`src/source/accel_pkg.sv`:
```
package accel_pkg;

    // ==================================================
    // array size and datapath widths
    // ==================================================

    // number of mac cores in the array
    localparam int CORE_NUM   = 4;
    localparam int CORE_IDX_W = 2;

    // unsigned operands, full width product
    localparam int OPERAND_W  = 8;
    localparam int PRODUCT_W  = 16;
    // running sum wraps modulo 2^24
    localparam int ACC_W      = 24;

    typedef logic [OPERAND_W-1:0]      operand_t;
    typedef logic [PRODUCT_W-1:0]      product_t;
    typedef logic [ACC_W-1:0]          acc_t;
    typedef logic [CORE_IDX_W-1:0]     core_idx_t;
    typedef logic [CORE_NUM-1:0]       core_mask_t;
    // core 0 sits in the low bits
    typedef logic [CORE_NUM*ACC_W-1:0] acc_bus_t;

    // output sequencer states
    typedef enum logic [1:0] {
        st_idle,
        st_settle,
        st_stream,
        st_drain
    } stream_state_t;

endpackage

```
`src/source/accel_top.sv`:
```
`default_nettype none

module accel_top
    import accel_pkg::*;
(
    input  logic     clk,
    input  logic     rst,

    // host pairs
    input  logic     in_v,
    input  operand_t in_a,
    input  operand_t in_b,
    input  logic     in_last,

    // result stream
    input  logic     dst_ready,
    output logic     dst_valid,
    output acc_t     dst_data,
    output logic     dst_last
);

    // dispatch to cores
    operand_t   pair_a;
    operand_t   pair_b;
    core_mask_t pair_sel;
    logic       job_last;

    // cores to sequencer
    acc_bus_t   acc_bus;
    logic       acc_clr;

    core_dispatch i_core_dispatch (
        .clk      (clk),
        .rst      (rst),
        .in_v     (in_v),
        .in_a     (in_a),
        .in_b     (in_b),
        .in_last  (in_last),
        .pair_a   (pair_a),
        .pair_b   (pair_b),
        .pair_sel (pair_sel),
        .job_last (job_last)
    );

    // ==================================================
    // core array
    // ==================================================

    for (genvar g = 0; g < CORE_NUM; g++) begin : g_core
        mac_core i_mac_core (
            .clk     (clk),
            .rst     (rst),
            .pair_a  (pair_a),
            .pair_b  (pair_b),
            .take    (pair_sel[g]),
            .acc_clr (acc_clr),
            .acc     (acc_bus[g*ACC_W +: ACC_W])
        );
    end

    stream_ctrl i_stream_ctrl (
        .clk       (clk),
        .rst       (rst),
        .job_last  (job_last),
        .acc_bus   (acc_bus),
        .dst_ready (dst_ready),
        .dst_valid (dst_valid),
        .dst_data  (dst_data),
        .dst_last  (dst_last),
        .acc_clr   (acc_clr)
    );

endmodule

`default_nettype wire

```
`src/source/agu.sv`:
```
`default_nettype none

module agu
    import accel_pkg::*;
(
    input  logic      clk,
    input  logic      rst,

    // start with en loads ini, en alone counts
    input  logic      start,
    input  logic      en,
    input  core_idx_t ini,
    input  core_idx_t fin,

    output core_idx_t data,
    output logic      last
);

    // ==================================================
    // index counter
    // ==================================================

    always_ff @(posedge clk) begin
        if (rst) begin
            data <= ini;
        end
        else if (en) begin
            if (start) begin
                data <= ini;
            end
            else begin
                // wraps past fin on its own
                data <= data + 1'b1;
            end
        end
    end

    // final index flag
    assign last = (data == fin);

endmodule

`default_nettype wire

```
`src/source/core_dispatch.sv`:
```
`default_nettype none

module core_dispatch
    import accel_pkg::*;
(
    input  logic       clk,
    input  logic       rst,

    // host side, strobe only
    input  logic       in_v,
    input  operand_t   in_a,
    input  operand_t   in_b,
    input  logic       in_last,

    // shared pair bus and per-core select
    output operand_t   pair_a,
    output operand_t   pair_b,
    output core_mask_t pair_sel,
    output logic       job_last
);

    // next core to receive a pair
    core_idx_t rr_ptr;

    // ==================================================
    // round-robin pointer
    // ==================================================

    always_ff @(posedge clk) begin
        if (rst) begin
            rr_ptr <= '0;
        end
        else if (in_v) begin
            // every job starts over at core 0
            if (in_last) begin
                rr_ptr <= '0;
            end
            else if (rr_ptr == core_idx_t'(CORE_NUM - 1)) begin
                rr_ptr <= '0;
            end
            else begin
                rr_ptr <= rr_ptr + 1'b1;
            end
        end
    end

    // pair payload, shared by all cores
    always_ff @(posedge clk) begin
        if (in_v) begin
            pair_a <= in_a;
            pair_b <= in_b;
        end
    end

    // one-hot select and job end, aligned with the payload
    always_ff @(posedge clk) begin
        if (rst) begin
            pair_sel <= '0;
            job_last <= 1'b0;
        end
        else begin
            pair_sel <= in_v ? (core_mask_t'(1) << rr_ptr) : '0;
            job_last <= in_v & in_last;
        end
    end

    // last flag only rides on a strobe
    a_last_with_v : assert property (
        @(posedge clk) disable iff (rst)
        in_last |-> in_v
    );

endmodule

`default_nettype wire

```
`src/source/mac_core.sv`:
```
`default_nettype none

module mac_core
    import accel_pkg::*;
(
    input  logic     clk,
    input  logic     rst,

    // shared pair bus, this core's select bit
    input  operand_t pair_a,
    input  operand_t pair_b,
    input  logic     take,

    // clear from the stream sequencer
    input  logic     acc_clr,

    output acc_t     acc
);

    // stage one
    product_t prod;
    logic     prod_v;

    // ==================================================
    // stage one, multiply
    // ==================================================

    always_ff @(posedge clk) begin
        if (acc_clr) begin
            prod <= '0;
        end
        else if (take) begin
            prod <= product_t'(pair_a) * product_t'(pair_b);
        end
    end

    // marks a product waiting for stage two
    always_ff @(posedge clk) begin
        if (rst) begin
            prod_v <= 1'b0;
        end
        else if (acc_clr) begin
            prod_v <= 1'b0;
        end
        else begin
            prod_v <= take;
        end
    end

    // ==================================================
    // stage two, accumulate
    // ==================================================

    // wraps silently at ACC_W bits
    always_ff @(posedge clk) begin
        if (rst) begin
            acc <= '0;
        end
        else if (acc_clr) begin
            acc <= '0;
        end
        else if (prod_v) begin
            acc <= acc + acc_t'(prod);
        end
    end

endmodule

`default_nettype wire

```
`src/source/stream_ctrl.sv`:
```
`default_nettype none

module stream_ctrl
    import accel_pkg::*;
(
    input  logic     clk,
    input  logic     rst,

    // from dispatch and the core array
    input  logic     job_last,
    input  acc_bus_t acc_bus,

    // result stream
    input  logic     dst_ready,
    output logic     dst_valid,
    output acc_t     dst_data,
    output logic     dst_last,

    // shared clear to all cores
    output logic     acc_clr
);

    stream_state_t state;
    stream_state_t state_nxt;

    // second settle cycle
    logic      settle_done;

    // output core index
    core_idx_t idx;
    logic      idx_last;
    logic      agu_start;
    logic      agu_en;

    // ==================================================
    // sequencer FSM
    // ==================================================

    always_comb begin
        state_nxt = state;
        case (state)
            st_idle: begin
                if (job_last) begin
                    state_nxt = st_settle;
                end
            end
            // core pipelines are two deep
            st_settle: begin
                if (settle_done) begin
                    state_nxt = st_stream;
                end
            end
            st_stream: begin
                if (dst_ready && idx_last) begin
                    state_nxt = st_drain;
                end
            end
            // final word waits in the output register
            st_drain: begin
                if (dst_ready) begin
                    state_nxt = st_idle;
                end
            end
            default: begin
                state_nxt = st_idle;
            end
        endcase
    end

    always_ff @(posedge clk) begin
        if (rst) begin
            state <= st_idle;
        end
        else begin
            state <= state_nxt;
        end
    end

    // toggles once per settle cycle
    always_ff @(posedge clk) begin
        if (rst) begin
            settle_done <= 1'b0;
        end
        else if (state == st_settle) begin
            settle_done <= ~settle_done;
        end
        else begin
            settle_done <= 1'b0;
        end
    end

    // ==================================================
    // core index
    // ==================================================

    // rewound to core 0 during settle, steps per loaded word
    assign agu_start = (state == st_settle);
    assign agu_en    = agu_start | ((state == st_stream) & dst_ready);

    agu i_agu (
        .clk   (clk),
        .rst   (rst),
        .start (agu_start),
        .en    (agu_en),
        .ini   (core_idx_t'(0)),
        .fin   (core_idx_t'(CORE_NUM - 1)),
        .data  (idx),
        .last  (idx_last)
    );

    // ==================================================
    // output register, advances only with dst_ready
    // ==================================================

    always_ff @(posedge clk) begin
        if (rst) begin
            dst_valid <= 1'b0;
            dst_last  <= 1'b0;
        end
        else if (dst_ready) begin
            dst_valid <= (state == st_stream);
            dst_last  <= (state == st_stream) & idx_last;
        end
    end

    // result slice of the indexed core
    always_ff @(posedge clk) begin
        if (dst_ready && (state == st_stream)) begin
            dst_data <= acc_bus[idx*ACC_W +: ACC_W];
        end
    end

    // final word leaving, cores start the next job from zero
    assign acc_clr = (state == st_drain) & dst_ready;

    // next job only after dst_last is accepted
    a_no_overlap : assert property (
        @(posedge clk) disable iff (rst)
        job_last |-> (state == st_idle)
    );

    // stalled word stays put until taken
    a_hold_on_stall : assert property (
        @(posedge clk) disable iff (rst)
        (dst_valid && !dst_ready) |=> dst_valid && $stable(dst_data) && $stable(dst_last)
    );

endmodule

`default_nettype wire
```
`config.mk`:
```
export PLATFORM = sky130hd
export DESIGN_NAME = accel_top
export DESIGN_NICKNAME = d
export VERILOG_FILES = /design/src/source/accel_pkg.sv /design/src/source/accel_top.sv /design/src/source/agu.sv /design/src/source/core_dispatch.sv /design/src/source/mac_core.sv /design/src/source/stream_ctrl.sv
export SDC_FILE = /design/constraint.sdc
export NUM_CORES = 1
export LEC_CHECK = 0
export BUFFER_PORTS_ARGS = -buffer_cell sky130_fd_sc_hd__buf_2
export CAP_MARGIN = 10
export CORE_MARGIN = 4
export CORE_UTILIZATION = 60
export CTS_CLUSTER_DIAMETER = 60
export DETAILED_ROUTE_END_ITERATION = 12
export GPL_TIMING_DRIVEN = 1
export PLACE_DENSITY = 0.82
export SYNTH_ARGS = -nofsm -noshare
export SYNTH_HDL_FRONTEND = slang
export SYNTH_SLANG_ARGS = --single-unit
```
`constraint.sdc`:
```
create_clock -name clk -period 6 [get_ports clk]
set_input_delay 0.3 -clock clk [delete_from_list [all_inputs] [get_ports clk]]
set_output_delay 0.3 -clock clk [all_outputs]
set_load 0.03 [all_outputs]
```
==> metrics.csv <==
stage,metric,value,unit
worst_setup_path,critPathMaxFanout,8,
worst_setup_path,cp-end-kind,flip-flop,
clock_tree,clock_latency,0.52,ns
drt,drtIter0Drc,631,
floorplan,die_h,159,microns
global_routing,grt_use_total,24.3,%
sta,timing.final.crit_share,77.1,%
sta,relSlewSlack,24.8,%
synth,seq_area_frac_synth,34.8,%
clock_tree,clock_sinks,218,
clock_tree,cts_buffers,25,
synth,yosys_warnings,0,
worst_setup_path,critPathRequiredTime,6.40,ns
final_layout,multi_input_area,0.00837,sq mm
synth,ys_top_cells_by_area,"dfxtp_1, ha_1, edfxtp_1, mux2i_1, fa_1",
drt,detail_route.wirelength,31.0,mm
synth,syn_nets,1607,
placed_design,hpwlAfterDp,22.9,mm
placed_design,place.port_buffers,46,
sta,timing.hold.ws,0.0320,ns
final_layout,final_layout_size_suffix_gt1_share,10.7,%
final_layout,fillerInstances,1724,
global_routing,grt_overflow,0,
drt,drc,0,
pwr,vdd_drop_max,0.279,mV
worst_setup_path,r2r-end,g_core[0].i_mac_core.prod[11],
min_path,min_from,in_last,
floorplan,core_area,0.0226,sq mm
run_status,outcome,finished clean,
global_routing,grt_first_pass_wirelength,51.8,mm
worst_setup_path,startpoint,i_core_dispatch.pair_a[1],
worst_setup_path,critical_path_arrival,5.02,ns
min_path,hold_path_depth,2,
synth,synthCells,1440,
clock_tree,cts_max_path_buffers,3,
synth,synth_ff_type,dfxtp_1,
synth,synth-edff-count,40,
pwr,finalPower,0.00571,W
clock_tree,cts_setup_buffers,0,
final_layout,instances_no_fill,1789,
worst_setup_path,critPathLaunchType,flip-flop,
min_path,hp-class,input port to flip-flop,
clock_tree,cts_hold_buf,16,
floorplan,die_width,159,microns
clock_tree,cts_resized,0,
final_layout,utilization,67.1,%
worst_setup_path,crit_type,flip-flop to flip-flop,
clock_tree,htreeDepth,1,
sta,timing.fmax,216,MHz
worst_setup_path,rrSetupSlack,1.38,ns
synth,ys_types,77,
drt,post_drt_wl_per_cell,17.3,microns
placed_design,place_congestion,0.941,
drt,ant_nets,0,
placed_design,placedCellCount,1728,
drt,num_vias,10700,
clock_tree,clk_pin_slew,0.06,ns
final_layout,diodes,0,
synth,synth_common_cells,"dfxtp_1, nor2_1, ha_1, inv_1, mux2i_1",
synth,yosysMostFrequentCell,dfxtp_1,
sta,rsz0062_at_grt,no,
sta,final-setup-viol-count,0,
floorplan,row_count,55,
final_layout,ff_latch_area,0.00477,sq mm
final_layout,layout.nets,1653,
worst_setup_path,r2r_start,i_core_dispatch.pair_a[1],
synth,yosysTopAreaCellShare,26.0,%
global_routing,grt_pass1_vias,10700,
floorplan,initial_core_util,60.7,%
synth,async_reset_ff_share,0,%
synth,syn-cell-area,0.0137,sq mm
sta,fin_skew,0.0181,ns
floorplan,dieArea,0.0253,sq mm
global_routing,antenna_found_initial,0,
sta,max_slew.worst_pin.slew,1.13,ns
clock_tree,root_buffer,clkbuf_16,
sta,finalCriticalPeriod,4.62,ns
clock_tree,cts_tree,built,
sta,hold_violations,0,
pwr,p_per_area,377,mW/mm^2
drt,viasPerCell,5.97,
sta,fin_setup_tns,0,ns
worst_setup_path,ff2ff_path_depth,15,
floorplan,ios,47,
global_routing,grt_max_degree,73,
pwr,p_leak,6.47,nW
drt,first_pass_iters,5,
sta,slew_violations,0,
final_layout,area_growth,10.5,%
flow_run,maxCapViolations,0,
min_path,whs_endpoint,i_core_dispatch.job_last,
synth,yosys.area.top_type,dfxtp_1,
synth,avgSynthCellArea,9.51,sq um
synth,ys_ff_latch,218,
-- through the flow --
stage | cell area [sq um] | setup WS [ns]
3_3_place_gp | 14100 | 1.51
2_1_floorplan | 13700 | 1.72
5_1_grt | 15100 | 1.11
4_1_cts | 15100 | 1.37
6_report | 15100 | 1.38
3_5_place_dp | 14100 | 1.38
-- state kept, by name, summed over array words and instances (netlist names), 2 cells and up --
signal	count
g_core.i_mac_core.prod	64
g_core.i_mac_core.prod_v	4
g_core.i_mac_core.acc	96
i_stream_ctrl.dst_data	24
i_stream_ctrl.state	2
i_core_dispatch.pair_b	8
i_core_dispatch.rr_ptr	2
i_core_dispatch.pair_a	8
i_stream_ctrl.i_agu.data	2
i_core_dispatch.pair_sel	4
-- cells by family (layout without fill, tap and decap cells) --
group / Yosys count / in the layout / synth area share [%]
muxes: 117 / 117 / 10.7
DFF: 218 / 218 / 34.8
adders and majority gates: 146 / 146 / 15.5
AOI/OAI and AO/OA: 273 / 273 / 13.5
and+or+nand+nor: 480 / 480 / 17.4
xor gates and xnor gates: 60 / 60 / 3.84
buffers and inverters: 146 / 210 / 4.18
-- final cells by class --
cell class / count / share of cell area, %
clock inverter: 15 / 0.810
multi-input combinational: 1076 / 55.3
sequential: 218 / 31.5
timing repair buffer: 70 / 2.98
inverter: 95 / 2.36
clock buffer: 30 / 4.74
tap: 285 / 2.36
-- report_power, final --
group          leakage (nW)  internal [W]  switching (W)
registers              1.84       0.00175       0.000193
logic                  4.21      0.000906        0.00133
clock network         0.421      0.000900       0.000632
-- worst max path at each step --
stage                                         end  slack, ns  depth (start not counted)
floorplan           g_core[1].i_mac_core.prod[11]       1.72                         15
global placement    g_core[1].i_mac_core.prod[11]       1.51                         15
detailed placement  g_core[0].i_mac_core.prod[11]       1.38                         15
CTS                 g_core[0].i_mac_core.prod[11]       1.37                         15
global route        g_core[2].i_mac_core.prod[11]       1.11                         15
finish              g_core[0].i_mac_core.prod[11]       1.38                         15
-- layout by cell type (no fill, tap or decap), types with 11 or more instances in the layout --
master / count
mux4_2: 24
clkbuf_16: 27
a211oi_1: 29
a21oi_1: 83
dfxtp_1: 177
nor2_1: 164
ha_1: 106
nand2_1: 81
inv_1: 95
nand4_1: 11
edfxtp_1: 40
and2_1: 57
nor2b_1: 17
nand3_1: 32
xor2_1: 19
nor3_1: 27
and3_1: 20
a21o_1: 27
nand2b_1: 15
or3_1: 13
dlygate4sd3_1: 16
o21a_1: 12
buf_2: 46
o21ai_0: 43
nor3b_1: 12
mux2i_1: 93
xnor2_1: 41
fa_1: 40
-- per-layer routing --
metal  part of all wire [%]  wire, microns  up-vias  GRT usage (%)
li1                       -              -     5184              -
met1                     43          13200     5105           31.8
met2                     48          14900      338           42.0
met3                    6.8           2110       59           3.62
met4                    2.2            687        0           7.14
met5                      0              0        -              0
-- critical path, cell delays in order, from the launching register on --
cell      delay [ns]
edfxtp_1        0.50
and2_1          0.21
fa_1            0.46
fa_1            0.54
inv_1           0.04
fa_1            0.46
fa_1            0.54
inv_1           0.04
ha_1            0.32
o21ai_1         0.13
a21boi_1        0.11
o21a_1          0.19
a21bo_2         0.25
a21oi_1         0.42
and3b_1         0.24
nor3_1          0.05
(Power assumes the default switching activity.)
